<file path="src/source/exec_params.svh">
`ifndef EXEC_PARAMS_SVH
`define EXEC_PARAMS_SVH

////////////////////////////////////////////////////////////
// execution cluster widths
////////////////////////////////////////////////////////////

// reorder buffer tag, 16 entries
`define EXEC_TAG_WIDTH 4

// general register value
`define EXEC_DATA_WIDTH 32

// units sharing the general register bus
`define EXEC_CDB_SOURCES 2

`endif
</file>
<file path="src/source/exec_pkg.sv">
`default_nettype none
`include "exec_params.svh"

package exec_pkg;

	////////////////////////////////////////////////////////////
	// value types
	////////////////////////////////////////////////////////////

	// names the producing instruction
	typedef logic [`EXEC_TAG_WIDTH-1:0] tag_t;

	// register value on the bus and in the stations
	typedef logic [`EXEC_DATA_WIDTH-1:0] data_t;

	////////////////////////////////////////////////////////////
	// state encodings
	////////////////////////////////////////////////////////////

	// one reservation station entry
	typedef enum logic [1:0] {
		UNIT_IDLE,
		UNIT_WAIT,
		UNIT_DONE
	} unit_state_t;

	// owner of the reserved bus slot
	typedef enum logic [$clog2(`EXEC_CDB_SOURCES)-1:0] {
		CDB_ADD_SUB,
		CDB_MOV
	} cdb_source_t;

endpackage

`default_nettype wire

</file>
<file path="src/source/exec_cluster.sv">
`timescale 1ns/1ps
`default_nettype none
`include "exec_params.svh"

module exec_cluster (
	input  wire logic            clk,
	input  wire logic            reset,
	input  wire logic            add_sub_issue_valid,
	input  wire logic            add_sub_sub,
	input  wire exec_pkg::tag_t  add_sub_dest_tag,
	input  wire logic            a_ready,
	input  wire exec_pkg::tag_t  a_tag,
	input  wire exec_pkg::data_t a_data,
	input  wire logic            b_ready,
	input  wire exec_pkg::tag_t  b_tag,
	input  wire exec_pkg::data_t b_data,
	input  wire logic            mov_issue_valid,
	input  wire logic            mov_use_imm,
	input  wire exec_pkg::data_t mov_imm,
	input  wire exec_pkg::tag_t  mov_dest_tag,
	input  wire logic            src_ready,
	input  wire exec_pkg::tag_t  src_tag,
	input  wire exec_pkg::data_t src_data,
	output logic                 add_sub_issue_ready,
	output logic                 mov_issue_ready,
	output logic                 cdb_valid,
	output exec_pkg::tag_t       cdb_tag,
	output exec_pkg::data_t      cdb_data
);
	logic add_sub_req;
	logic add_sub_grant;
	exec_pkg::tag_t add_sub_tag;
	exec_pkg::data_t add_sub_data;
	logic mov_req;
	logic mov_grant;
	exec_pkg::tag_t mov_tag;
	exec_pkg::data_t mov_data;

	// bus loops back into both stations
	add_sub_unit i_add_sub_unit (
		.clk,
		.reset,
		.issue_valid(add_sub_issue_valid),
		.sub(add_sub_sub),
		.dest_tag(add_sub_dest_tag),
		.a_ready,
		.a_tag,
		.a_data,
		.b_ready,
		.b_tag,
		.b_data,
		.cdb_valid,
		.cdb_tag,
		.cdb_data,
		.grant(add_sub_grant),
		.issue_ready(add_sub_issue_ready),
		.cdb_req(add_sub_req),
		.result_tag(add_sub_tag),
		.result_data(add_sub_data)
	);

	mov_unit i_mov_unit (
		.clk,
		.reset,
		.issue_valid(mov_issue_valid),
		.use_imm(mov_use_imm),
		.imm(mov_imm),
		.dest_tag(mov_dest_tag),
		.src_ready,
		.src_tag,
		.src_data,
		.cdb_valid,
		.cdb_tag,
		.cdb_data,
		.grant(mov_grant),
		.issue_ready(mov_issue_ready),
		.cdb_req(mov_req),
		.result_tag(mov_tag),
		.result_data(mov_data)
	);

	gpr_cdb_arbiter i_gpr_cdb_arbiter (
		.clk,
		.reset,
		.add_sub_req,
		.mov_req,
		.add_sub_tag,
		.add_sub_data,
		.mov_tag,
		.mov_data,
		.add_sub_grant,
		.mov_grant,
		.cdb_valid,
		.cdb_tag,
		.cdb_data
	);

endmodule

`default_nettype wire

</file>
<file path="src/source/gpr_cdb_arbiter.sv">
`timescale 1ns/1ps
`default_nettype none
`include "exec_params.svh"

module gpr_cdb_arbiter (
	input  wire logic            clk,
	input  wire logic            reset,
	input  wire logic            add_sub_req,
	input  wire logic            mov_req,
	input  wire exec_pkg::tag_t  add_sub_tag,
	input  wire exec_pkg::data_t add_sub_data,
	input  wire exec_pkg::tag_t  mov_tag,
	input  wire exec_pkg::data_t mov_data,
	output logic                 add_sub_grant,
	output logic                 mov_grant,
	output logic                 cdb_valid,
	output exec_pkg::tag_t       cdb_tag,
	output exec_pkg::data_t      cdb_data
);
	logic rsv_valid;
	exec_pkg::cdb_source_t rsv_source;

	////////////////////////////////////////////////////////////
	// grant
	////////////////////////////////////////////////////////////

	// add/sub wins, mov only on an otherwise free slot
	assign add_sub_grant = add_sub_req;
	assign mov_grant     = mov_req && !add_sub_req;

	////////////////////////////////////////////////////////////
	// reservation
	////////////////////////////////////////////////////////////

	always_ff @(posedge clk) begin
		if (reset) begin
			rsv_valid  <= 1'b0;
			rsv_source <= exec_pkg::CDB_ADD_SUB;
		end else begin
			rsv_valid <= add_sub_grant || mov_grant;
			if (add_sub_grant)
				rsv_source <= exec_pkg::CDB_ADD_SUB;
			else if (mov_grant)
				rsv_source <= exec_pkg::CDB_MOV;
		end
	end

	////////////////////////////////////////////////////////////
	// bus drive
	////////////////////////////////////////////////////////////

	// units latched their result on the grant edge
	always_comb begin
		cdb_valid = rsv_valid;
		case (rsv_source)
			exec_pkg::CDB_ADD_SUB: begin
				cdb_tag  = add_sub_tag;
				cdb_data = add_sub_data;
			end
			default: begin
				cdb_tag  = mov_tag;
				cdb_data = mov_data;
			end
		endcase
	end

	// one owner per slot
	one_grant: assert property (@(posedge clk) disable iff (reset)
		!(add_sub_grant && mov_grant));

endmodule

`default_nettype wire

</file>
<file path="src/source/mov_unit.sv">
`timescale 1ns/1ps
`default_nettype none
`include "exec_params.svh"

module mov_unit (
	input  wire logic            clk,
	input  wire logic            reset,
	input  wire logic            issue_valid,
	input  wire logic            use_imm,
	input  wire exec_pkg::data_t imm,
	input  wire exec_pkg::tag_t  dest_tag,
	input  wire logic            src_ready,
	input  wire exec_pkg::tag_t  src_tag,
	input  wire exec_pkg::data_t src_data,
	input  wire logic            cdb_valid,
	input  wire exec_pkg::tag_t  cdb_tag,
	input  wire exec_pkg::data_t cdb_data,
	input  wire logic            grant,
	output logic                 issue_ready,
	output logic                 cdb_req,
	output exec_pkg::tag_t       result_tag,
	output exec_pkg::data_t      result_data
);
	exec_pkg::unit_state_t state;
	logic src_have;
	exec_pkg::tag_t dest_q;
	exec_pkg::tag_t src_tag_q;
	exec_pkg::data_t val_q;

	logic idle;
	logic issue;
	logic src_cur;
	logic src_hit;
	logic src_have_next;
	exec_pkg::data_t val_next;

	assign idle        = state == exec_pkg::UNIT_IDLE;
	assign issue_ready = idle;
	assign cdb_req     = state == exec_pkg::UNIT_DONE;
	assign issue       = issue_valid && issue_ready;

	// an immediate is complete at issue
	assign src_cur       = idle ? (use_imm || src_ready) : src_have;
	assign src_hit       = cdb_valid && !src_cur && cdb_tag == (idle ? src_tag : src_tag_q);
	assign src_have_next = src_cur || src_hit;
	assign val_next      = src_hit ? cdb_data : idle ? (use_imm ? imm : src_data) : val_q;

	////////////////////////////////////////////////////////////
	// entry state
	////////////////////////////////////////////////////////////

	always_ff @(posedge clk) begin
		if (reset) begin
			state    <= exec_pkg::UNIT_IDLE;
			src_have <= 1'b0;
		end else begin
			case (state)
				exec_pkg::UNIT_IDLE: begin
					if (issue) begin
						src_have <= src_have_next;
						state    <= src_have_next ? exec_pkg::UNIT_DONE : exec_pkg::UNIT_WAIT;
					end
				end
				exec_pkg::UNIT_WAIT: begin
					src_have <= src_have_next;
					if (src_have_next)
						state <= exec_pkg::UNIT_DONE;
				end
				exec_pkg::UNIT_DONE: begin
					if (grant)
						state <= exec_pkg::UNIT_IDLE;
				end
				default: state <= exec_pkg::UNIT_IDLE;
			endcase
		end
	end

	always_ff @(posedge clk) begin
		if (issue) begin
			dest_q    <= dest_tag;
			src_tag_q <= src_tag;
		end
		if (issue || state == exec_pkg::UNIT_WAIT)
			val_q <= val_next;
		if (grant) begin
			result_tag  <= dest_q;
			result_data <= val_q;
		end
	end

	grant_in_done: assert property (@(posedge clk) disable iff (reset)
		grant |-> state == exec_pkg::UNIT_DONE);

endmodule

`default_nettype wire

</file>
<file path="src/source/add_sub_unit.sv">
`timescale 1ns/1ps
`default_nettype none
`include "exec_params.svh"

module add_sub_unit (
	input  wire logic            clk,
	input  wire logic            reset,
	input  wire logic            issue_valid,
	input  wire logic            sub,
	input  wire exec_pkg::tag_t  dest_tag,
	input  wire logic            a_ready,
	input  wire exec_pkg::tag_t  a_tag,
	input  wire exec_pkg::data_t a_data,
	input  wire logic            b_ready,
	input  wire exec_pkg::tag_t  b_tag,
	input  wire exec_pkg::data_t b_data,
	input  wire logic            cdb_valid,
	input  wire exec_pkg::tag_t  cdb_tag,
	input  wire exec_pkg::data_t cdb_data,
	input  wire logic            grant,
	output logic                 issue_ready,
	output logic                 cdb_req,
	output exec_pkg::tag_t       result_tag,
	output exec_pkg::data_t      result_data
);
	exec_pkg::unit_state_t state;
	logic a_have;
	logic b_have;
	logic sub_q;
	exec_pkg::tag_t dest_q;
	exec_pkg::tag_t a_tag_q;
	exec_pkg::tag_t b_tag_q;
	exec_pkg::data_t a_q;
	exec_pkg::data_t b_q;
	exec_pkg::data_t sum_q;

	logic issue;
	logic idle;
	logic a_have_next;
	logic b_have_next;
	logic enter_done;
	logic op_sub;
	exec_pkg::data_t a_next;
	exec_pkg::data_t b_next;

	assign idle        = state == exec_pkg::UNIT_IDLE;
	assign issue_ready = idle;
	assign cdb_req     = state == exec_pkg::UNIT_DONE;
	assign issue       = issue_valid && issue_ready;
	assign op_sub      = idle ? sub : sub_q;

	////////////////////////////////////////////////////////////
	// operand snooping
	////////////////////////////////////////////////////////////

	// idle looks at the incoming instruction, otherwise the held one
	always_comb begin
		logic a_cur;
		logic b_cur;
		logic a_hit;
		logic b_hit;
		a_cur  = idle ? a_ready : a_have;
		b_cur  = idle ? b_ready : b_have;
		a_hit  = cdb_valid && !a_cur && cdb_tag == (idle ? a_tag : a_tag_q);
		b_hit  = cdb_valid && !b_cur && cdb_tag == (idle ? b_tag : b_tag_q);
		a_have_next = a_cur || a_hit;
		b_have_next = b_cur || b_hit;
		a_next = a_hit ? cdb_data : (idle ? a_data : a_q);
		b_next = b_hit ? cdb_data : (idle ? b_data : b_q);
	end

	assign enter_done = (issue || state == exec_pkg::UNIT_WAIT) && a_have_next && b_have_next;

	////////////////////////////////////////////////////////////
	// entry state
	////////////////////////////////////////////////////////////

	always_ff @(posedge clk) begin
		if (reset) begin
			state  <= exec_pkg::UNIT_IDLE;
			a_have <= 1'b0;
			b_have <= 1'b0;
		end else begin
			if (issue || state == exec_pkg::UNIT_WAIT) begin
				a_have <= a_have_next;
				b_have <= b_have_next;
			end
			case (state)
				exec_pkg::UNIT_IDLE: begin
					if (issue)
						state <= enter_done ? exec_pkg::UNIT_DONE : exec_pkg::UNIT_WAIT;
				end
				exec_pkg::UNIT_WAIT: begin
					if (enter_done)
						state <= exec_pkg::UNIT_DONE;
				end
				exec_pkg::UNIT_DONE: begin
					if (grant)
						state <= exec_pkg::UNIT_IDLE;
				end
				default: state <= exec_pkg::UNIT_IDLE;
			endcase
		end
	end

	// held instruction and result
	always_ff @(posedge clk) begin
		if (issue) begin
			dest_q  <= dest_tag;
			sub_q   <= sub;
			a_tag_q <= a_tag;
			b_tag_q <= b_tag;
		end
		if (issue || state == exec_pkg::UNIT_WAIT) begin
			a_q <= a_next;
			b_q <= b_next;
		end
		if (enter_done)
			sum_q <= op_sub ? a_next - b_next : a_next + b_next;
		// bus reads this on the cycle after grant
		if (grant) begin
			result_tag  <= dest_q;
			result_data <= sum_q;
		end
	end

	grant_in_done: assert property (@(posedge clk) disable iff (reset)
		grant |-> state == exec_pkg::UNIT_DONE);

	// a busy entry ignores a held issue_valid
	busy_holds_entry: assert property (@(posedge clk) disable iff (reset)
		issue_valid && !idle |=> $stable(dest_q));

endmodule

`default_nettype wire

</file>
<file path="config.mk">
export PLATFORM = sky130hd
export DESIGN_NAME = exec_cluster
export DESIGN_NICKNAME = d
export VERILOG_FILES = /design/src/source/exec_pkg.sv /design/src/source/exec_cluster.sv /design/src/source/gpr_cdb_arbiter.sv /design/src/source/mov_unit.sv /design/src/source/add_sub_unit.sv
export VERILOG_INCLUDE_DIRS = /design/src /design/src/source
export SDC_FILE = /design/constraint.sdc
export NUM_CORES = 1
export LEC_CHECK = 0
export ABC_AREA = 1
export ABC_CLOCK_PERIOD_IN_PS = 6350
export BUFFER_PORTS_ARGS = -buffer_cell sky130_fd_sc_hd__buf_2
export CORE_MARGIN = 2
export CORE_UTILIZATION = 55
export CTS_CLUSTER_DIAMETER = 40
export DETAILED_ROUTE_END_ITERATION = 16
export PLACE_DENSITY = 0.77
export SETUP_SLACK_MARGIN = 0.2
export SYNTH_ARGS = -nofsm -noshare
export SYNTH_HDL_FRONTEND = slang
export SYNTH_HIERARCHICAL = 1
export SYNTH_SLANG_ARGS = --single-unit
</file>
<file path="constraint.sdc">
create_clock -name clk -period 6.35 [get_ports clk]
set_input_delay 0.635 -clock clk [delete_from_list [all_inputs] [get_ports clk]]
set_output_delay 0.635 -clock clk [all_outputs]
set_load 0.02 [all_outputs]
</file>
# After elaboration in Yosys (flattened, before gate mapping)

Index checks and enable logic that the tools add are counted.
Widths: inputs -> output; s select.

Eq/ne operators: 12
Shift operators: 0
$mul: 0
Bitwise operators: 0
Magnitude comparators: 0
Add/subtract/negate cells: 2
Reduce and logical (&&, ||, !) cells: 31
Divide/modulo/power cells: 0
Muxes and demuxes: 28

Operators with widths:

| kind               | number |
|---|---|
| $mux 32            | 9 |
| $add 32x32->32     | 1 |
| $sub 32x32->32     | 1 |
| $mux 4             | 4 |
| $mux 2             | 7 |
| $eq 4x4->1         | 3 |
| $logic_and 1x1->1  | 11 |
| $logic_or 1x1->1   | 7 |
| $ne 2x1->1 const B | 3 |
| $pmux 2 s3         | 1 |
| $reduce_and 2->1   | 3 |
| $mux 1             | 5 |
| $eq 2x1->1 const B | 2 |
| $eq 2x2->1 const B | 2 |
| $logic_not 1->1    | 4 |
| $logic_not 2->1    | 2 |
| $ne 2x2->1 const B | 2 |
| $pmux 2 s2         | 1 |
| $reduce_bool 2->1  | 2 |
| $reduce_and 3->1   | 1 |
| $pmux 1 s2         | 1 |
| $reduce_or 2->1    | 1 |

Input bits: 157
Bits in writable memories: 0
Bits in registers: 230
Bits in latches: 0
ROM bits: 0
Output and inout port bits: 39
Memories kept: 0
Word-level logic and storage cells: 94

# Depth between registers and ports, before layout

Gate-level depths: netlist of run 1.

Depth after elaboration: 11
Gate-level depth with buffers: 32

# Hierarchy

The synthesis of run 1 kept the hierarchy.

By module, submodules not included:

| module          | area each (um2) | cells an instance | times used |
|---|---|---|---|
| add_sub_unit    | 9023.7          | 1055              | 1 |
| mov_unit        | 3393.3          | 245               | 1 |
| gpr_cdb_arbiter | 558.0           | 128               | 1 |

# Least setup slack after synthesis of run 1

OpenSTA, ideal clock, no wires.

Kind: register to register
From: reg i_add_sub_unit.state[0]
To: reg i_add_sub_unit.sum_q[0], enable pin
Data arrival time: 4081 ps
Cell stages (with the launch flop): 10
Slack: 1882 ps
Cells stage by stage: dfxtp_1 -> inv_2 -> nand2_4 -> clkbuf_1 -> buf_2 -> nor2_1 -> nor2_1 -> inv_1 -> nand3_1 -> inv_1

Elaborated cells between the ends (all ways): 20
Classes of those cells: eq/ne (3); mux (4); reduce/logical (13)

RTL lines:

| item                           | RTL line            | source |
|---|---|---|
| start: declaration             | add_sub_unit.sv:26  | `exec_pkg::unit_state_t state;` |
| start signal: assignment       | add_sub_unit.sv:80  | `state <= exec_pkg::UNIT_IDLE;` |
| start signal: assignment       | add_sub_unit.sv:91  | `state <= enter_done ? exec_pkg::UNIT_DONE : exec_pkg::UNIT_WAIT;` |
| start signal: assignment       | add_sub_unit.sv:95  | `state <= exec_pkg::UNIT_DONE;` |
| $logic_not 2->1                | add_sub_unit.sv:46  | `assign idle = state == exec_pkg::UNIT_IDLE;` |
| $logic_and 1x1->1              | add_sub_unit.sv:49  | `assign issue = issue_valid && issue_ready;` |
| net i_add_sub_unit.issue       | add_sub_unit.sv:37  | `logic issue;` |
| $logic_or 1x1->1               | add_sub_unit.sv:72  | `assign enter_done = (issue \|\| state == exec_pkg::UNIT_WAIT) && a_have_next && b_have_next;` |
| $logic_and 1x1->1 (2 in a row) | add_sub_unit.sv:72  |  |
| net i_add_sub_unit.enter_done  | add_sub_unit.sv:41  | `logic enter_done;` |
| end signal: assignment         | add_sub_unit.sv:119 | `sum_q <= op_sub ? a_next - b_next : a_next + b_next;` |
| end: declaration               | add_sub_unit.sv:35  | `exec_pkg::data_t sum_q;` |

The timed path passes the listed nets, and every way through them passes these cells.
A chain may end at the register's enable or synchronous reset.

# Worst setup path in the final report of run 1

From: reg i_add_sub_unit.state[0]
To: reg i_add_sub_unit.sum_q[22] (data pin)

Cells in the longest elaborated chain, start to end: 8
Elaborated cells between the ends (all ways): 21
Classes of those cells: add/sub (2); eq/ne (2); mux (10); reduce/logical (7)

Ends and longest elaborated chain:

| item                                                    | RTL line            | source |
|---|---|---|
| $logic_not 2->1 (*)                                     | add_sub_unit.sv:46  |  |
| branches (longest 4 deep; another with $mux 4)          | --                  |  |
| $mux 32 (*)                                             | add_sub_unit.sv:68  | `a_next = a_hit ? cdb_data : (idle ? a_data : a_q);` |
| net i_add_sub_unit.a_next[1]                            | add_sub_unit.sv:43  | `exec_pkg::data_t a_next;` |
| $add 32x32->32 / $sub 32x32->32 (equally long branches) | add_sub_unit.sv:119 |  |
| $mux 32 (*)                                             | add_sub_unit.sv:119 |  |

Mark *: on every way through the listed nets, which the timed path passes.

==> flow_metrics.tcl, run 1 <==
set metrics [dict create \
    status "finished clean" \
    dieArea_sq_um 24800 \
    period_minus_slack_ns 5.37 \
    yosysTopAreaCell "edfxtp_1" \
    portBuffers 195 \
    syn_nets 1617 \
    slew_headroom 0.220 \
    grt_pass1_vias 10002 \
    ys_async_sr_fraction 0 \
    required_ns 6.60 \
    path_clk_slew_ns 0.06 \
    p_switching_mw 4.48 \
    fin_worst_skew_ns 0.0251 \
    ant_nets 0 \
    setup_tns_ns 0 \
    crit_chain "inv_2 > nand2_4 > buf_4 > o21ai_0 > nand2_1 > nor2_1 > nand3_2 > buf_4 > a31oi_1 > fa_1 > nand3_1 > nand2_1 > a21oi_1 > o21ai_0 > a21oi_1 > o21ai_0 > a21boi_0 > o21ai_0 > xor2_1" \
    n_fill_cell 1919 \
    synthCells 1428 \
    ioPinCount 196 \
    numCtsBuffers 35 \
    slowest_stage "buf_4" \
    syn_to_final_growth_pct 18.1 \
    grt_max_degree 68 \
    clkPwrFrac 0.190 \
    switching_share 0.455 \
    p_per_area_nw_per_um2 643 \
    cpPeakStageDelay_ns 0.57 \
    fin_util 0.657 \
    hold_path.class "in2reg" \
    synth_edf_count 221 \
    drt-total-wl_um 35600 \
    ctsResizeCount 0 \
    final_hold_viol_count 0 \
    drt_iter0_drc 828 \
    grt_overflow 0 \
    clock_sinks 230 \
    vias 10727 \
    dp_hpwl_um 26000 \
    ys_types 47 \
    worstPathArrival_ns 5.62 \
    dieHeight_um 158 \
    avgSynthCellArea_sq_um 9.09 \
    grt_pass1_wl_um 53700 \
    critPathMostFrequentCell "o21ai_0" \
    h-tree-depth 2 \
    p_leak_nw 6.93 \
    rows 56 \
    comb_power_share 0.531 \
    die_w_um 158 \
    critPathKind "reg2reg" \
    wl_per_cell_um 18.1 \
    drv_slew 0 \
    ys_warn_count 6 \
    cts_root_buf "clkbuf_16" \
    critical_path.max_fanout 62 \
    internal-power_mw 5.37 \
    grt_usage 0.285 \
    ctsHoldBuffers 0 \
    p_seq_frac 0.279 \
    max_freq_mhz 186 \
    endpoint_kind "flop" \
    initial_utilization 0.556 \
    setup_viol 0 \
    coreArea_sq_um 23300 \
    period_share 0.846 \
    clk_path_buf_depth 3 \
    antennaDiodeCount 0 \
    yosys_register_bits 230 \
    cts_setup_buffers 0 \
    syn_area_sq_um 13000 \
    ys.flop_type "edfxtp_1" \
    stdcell_area_sq_um 15300 \
    placedInstanceArea_sq_um 14200 \
    drive_gt1_frac 0.209 \
    gp_congestion 0.948 \
    rsz0062_at_grt "no" \
    vias_per_cell 5.47 \
    ys_top_cells_by_area "edfxtp_1 (51%), nand2_1 (14%), nor2_1 (3.7%), inv_1 (3.4%), ha_1 (3.0%)" \
    cp_top_family "compound AO/OA/AOI/OAI gates" \
    tightest_slew_ns 1.17 \
    clk_latency_ns 0.53 \
    nets 1808 \
    dr.pass1.iters 6 \
    start_kind "flop" \
    synth_top_area_frac 0.511 \
    critPathBufInv 3 \
    antenna_found_initial 0 \
    drc 0 \
    synth_seq_area_share 0.525 \
    cts_tree "built" \
    cap_violations 0 \
    ir_drop_mv 0.437 \
]
==> metrics by stage <==
step           hold WS [ns]  instances  total power [mW]  setup WS [ns]
2_1_floorplan         0.400       1428              6.39           1.88
3_3_place_gp          0.401       1901              7.93           1.18
3_5_place_dp          0.405       1901              7.96           1.07
4_1_cts               0.273       1962              9.89          0.976
5_1_grt               0.275       1962              10.5          0.398
6_report              0.288       1962              9.86          0.980
==> power by group through the flow <==
stage | Sequential (mW) | Combinational, mW | Clock [mW]
2_1_floorplan | 2.72 | 3.67 | 0
3_3_place_gp | 2.75 | 5.18 | 0
3_5_place_dp | 2.77 | 5.19 | 0
4_1_cts | 2.75 | 5.24 | 1.91
5_1_grt | 2.79 | 5.78 | 1.97
6_report | 2.75 | 5.23 | 1.88
==> cell families after synthesis <==
kind of cell    after synthesis  synth area share
mux                          35            0.0270
compound gates              175            0.0846
xor+xnor                     50            0.0338
simple gates                730             0.238
buf+inv                     176            0.0595
flops                       230             0.525
fa+ha+maj                    32            0.0314
==> synthesized netlist by cell type (all sizes together) (2+ instances only) <==
| master | number |
|---|---|
| nand2 | 487 |
| edfxtp | 221 |
| nor2 | 148 |
| inv | 122 |
| a21oi | 78 |
| nand3 | 41 |
| nand4 | 40 |
| xor2 | 40 |
| a31oi | 38 |
| o21ai | 38 |
| mux2i | 35 |
| buf | 34 |
| ha | 31 |
| clkbuf | 19 |
| xnor2 | 10 |
| dfxtp | 9 |
| nor3 | 9 |
| o21a | 5 |
| a21boi | 4 |
| and2 | 3 |
| o21bai | 3 |
| a221oi | 2 |
| o211ai | 2 |
==> final cells by class <==
class	count	area (sq um)	share of cell area
flip-flops and latches	230	6820	0.445
multi-input cells	1022	5430	0.355
repair buffers	207	1070	0.0695
clock buffers	38	897	0.0585
inverters	123	462	0.0301
well taps	319	399	0.0260
clock inverters	23	254	0.0166
==> cells in the final DEF, fill, tap and decap left out, types with 6 or more instances in the layout <==
master	instances
o21ai_1	6
a21oi_1	47
nor2_2	11
clkbuf_16	35
ha_1	31
buf_2	195
nor2_4	9
o21ai_0	30
a31oi_1	38
inv_2	7
clkinv_1	6
xnor2_1	10
mux2i_1	35
a21oi_2	30
nand2_1	474
inv_1	115
nand3_1	34
buf_4	12
edfxtp_1	221
nor3_1	9
nand4_1	40
xor2_1	40
nand2_2	10
nor2_1	127
dfxtp_1	9
==> per-layer routing <==
layer | global-route usage | part of all wire
met5 | 0 | 0
met4 | 0.132 | 0.046
met3 | 0.0397 | 0.068
met2 | 0.497 | 0.49
met1 | 0.352 | 0.39
==> state kept, by name, indices dropped and copies added (netlist names), 2 cells and up <==
| register | cells |
|---|---|
| i_mov_unit/src_tag_q | 4 |
| i_add_sub_unit/a_q | 32 |
| i_add_sub_unit/b_tag_q | 4 |
| i_mov_unit/val_q | 32 |
| i_mov_unit/dest_q | 4 |
| i_mov_unit/state | 2 |
| i_mov_unit/result_data | 32 |
| i_add_sub_unit/a_tag_q | 4 |
| i_add_sub_unit/b_q | 32 |
| i_add_sub_unit/state | 2 |
| i_add_sub_unit/dest_q | 4 |
| i_add_sub_unit/result_tag | 4 |
| i_add_sub_unit/sum_q | 32 |
| i_add_sub_unit/result_data | 32 |
| i_mov_unit/result_tag | 4 |
==> final timing paths <==
kind,startpoint,end,slack (ns),cells after the start
max reg2reg,i_add_sub_unit/state[0],i_add_sub_unit/sum_q[22],0.98,19
min reg2reg,i_add_sub_unit/sum_q[2],i_add_sub_unit/result_data[2],0.42,0
max,i_add_sub_unit/state[0],i_add_sub_unit/sum_q[22],0.98,19
min,mov_dest_tag[0],i_mov_unit/dest_q[0],0.29,1
Power figures use the tool's default switching activity.
==> run 2, diff against run 1 <==
Settings changed: ABC_CLOCK_PERIOD_IN_PS 6350 to 5400.
Clock period 6.35 ns to 5.4 ns, I/O delays scaled along.
==> flow_metrics.tcl, run 2 (synthesis gave the netlist of run 1 again) <==
set metrics [dict create \
    totalPowerFinal_mw 11.8 \
    drc 0 \
    period_share 0.883 \
    dp_hpwl_um 25100 \
    rows 56 \
    required_ns 5.66 \
    antenna_found_initial 0 \
    drt_iter0_drc 909 \
    cp.depth 25 \
    final_common_cell "nand2_1" \
    portBuffers 195 \
    grt_pass1_vias 10110 \
    clock_sinks 230 \
    setup_viol 0 \
    nets 1816 \
    dieArea_sq_um 24800 \
    cts_root_buf "clkbuf_16" \
    tightest_slew_ns 1.11 \
    syn_to_final_growth_pct 19.9 \
    grt_max_degree 68 \
    hold_slack_ns 0.198 \
    met2_usage 0.506 \
    worstPathArrival_ns 5.03 \
    ctsHoldBuffers 0 \
    h-tree-depth 2 \
    fin_util 0.667 \
    wl_per_cell_um 17.6 \
    critical_path.max_fanout 21 \
    period_minus_slack_ns 4.77 \
    cap_violations 0 \
    status "finished clean" \
    numCtsBuffers 39 \
    drv_slew 0 \
    place_inst 1904 \
    ioPinCount 196 \
    critPathMostFrequentCell "nand2_1" \
    initial_utilization 0.556 \
    drive_gt1_frac 0.218 \
    ir_drop_mv 0.480 \
    met3_usage 0.0422 \
    clk_latency_ns 0.52 \
    layout_common_cells "nand2_1 (474), edfxtp_1 (221), buf_2 (195)" \
    gp_congestion 0.937 \
    critPathKind "reg2reg" \
    grt_overflow 0 \
    dieHeight_um 158 \
    clk_path_buf_depth 3 \
    grt.busiest_layer "met2" \
    max_freq_mhz 210 \
    slowest_stage "dfxtp_1" \
    hold_path.class "in2reg" \
    grt_pass1_wl_um 52200 \
    vias 10666 \
    cts_setup_buffers 0 \
    final_cells 1974 \
    slew_headroom 0.261 \
    reg2reg_depth 25 \
    fin_worst_skew_ns 0.0263 \
    cpPeakStageDelay_ns 0.45 \
    rsz0062_at_grt "no" \
    whs_path_depth 1 \
    critPathBufInv 3 \
    path_clk_slew_ns 0.06 \
    p_leak_nw 7.03 \
    grt_usage 0.274 \
    grt_util_met1 0.322 \
    setup_tns_ns 0 \
    drt-total-wl_um 34700 \
    cts_tree "built" \
    endpoint_kind "flop" \
    vias_per_cell 5.40 \
    antennaDiodeCount 0 \
    p_per_area_nw_per_um2 761 \
    final_hold_viol_count 0 \
    cp_top_family "simple AND/OR/NAND/NOR gates" \
    coreArea_sq_um 23300 \
    start_kind "flop" \
    ant_nets 0 \
    die_w_um 158 \
    dr.pass1.iters 7 \
]
==> run 2: changes by cell type in the layout (fill, tap and decap cells not counted), moves of 2 or more <==
cell        previous run  this run
inv_6                  2         7
o21ai_0               30        28
clkinv_1               6         2
clkbuf_16             35        40
clkinvlp_4             2         5
==> run 2: path summary, 6_finish.rpt <==
kind | slack, ns | from | endpoint
worst max-delay path | 0.63 | i_gpr_cdb_arbiter/rsv_source | i_add_sub_unit/sum_q[26]
worst min-delay path | 0.20 | mov_dest_tag[1] | i_mov_unit/dest_q[1]
worst max register to register | 0.63 | i_gpr_cdb_arbiter/rsv_source | i_add_sub_unit/sum_q[26]
worst min register to register | 0.41 | i_mov_unit/val_q[0] | i_mov_unit/result_data[0]
==> run 2: cell type report <==
type                    count  area (sq um)
well taps                 319           399
fillers                  1955          7770
inverters                 123           462
flip-flops and latches    230          6820
clock inverters            27           329
clock buffers              42          1010
repair buffers            210          1100
multi-input cells        1023          5450
==> run 2: routing by layer <==
metal / routed length, um / part of all wire
met2: 17700 / 0.51
met4: 1250 / 0.036
met5: 0 / 0
met3: 2310 / 0.067
met1: 13400 / 0.39
==> run 2: through the flow <==
stage / worst slack, ns / cell area [sq um]
floorplan: 0.932 / 13000
global placement: 0.380 / 14200
detailed placement: 0.219 / 14200
CTS: 0.354 / 15500
global route: 0.190 / 15600
finish: 0.631 / 15600
==> run 2: what timing repair did <==
item	in CTS	in global routing
endpoints found under the setup margin	1	8
gates cloned	0	1
pin swaps	0	1
endpoints found under the hold margin	0	0
gates resized for setup	1	7
==> run 2: power by group <==
group	internal, mW	switching [mW]
logic	1.93	4.19
registers	3.05	0.167
clock network	1.58	0.916
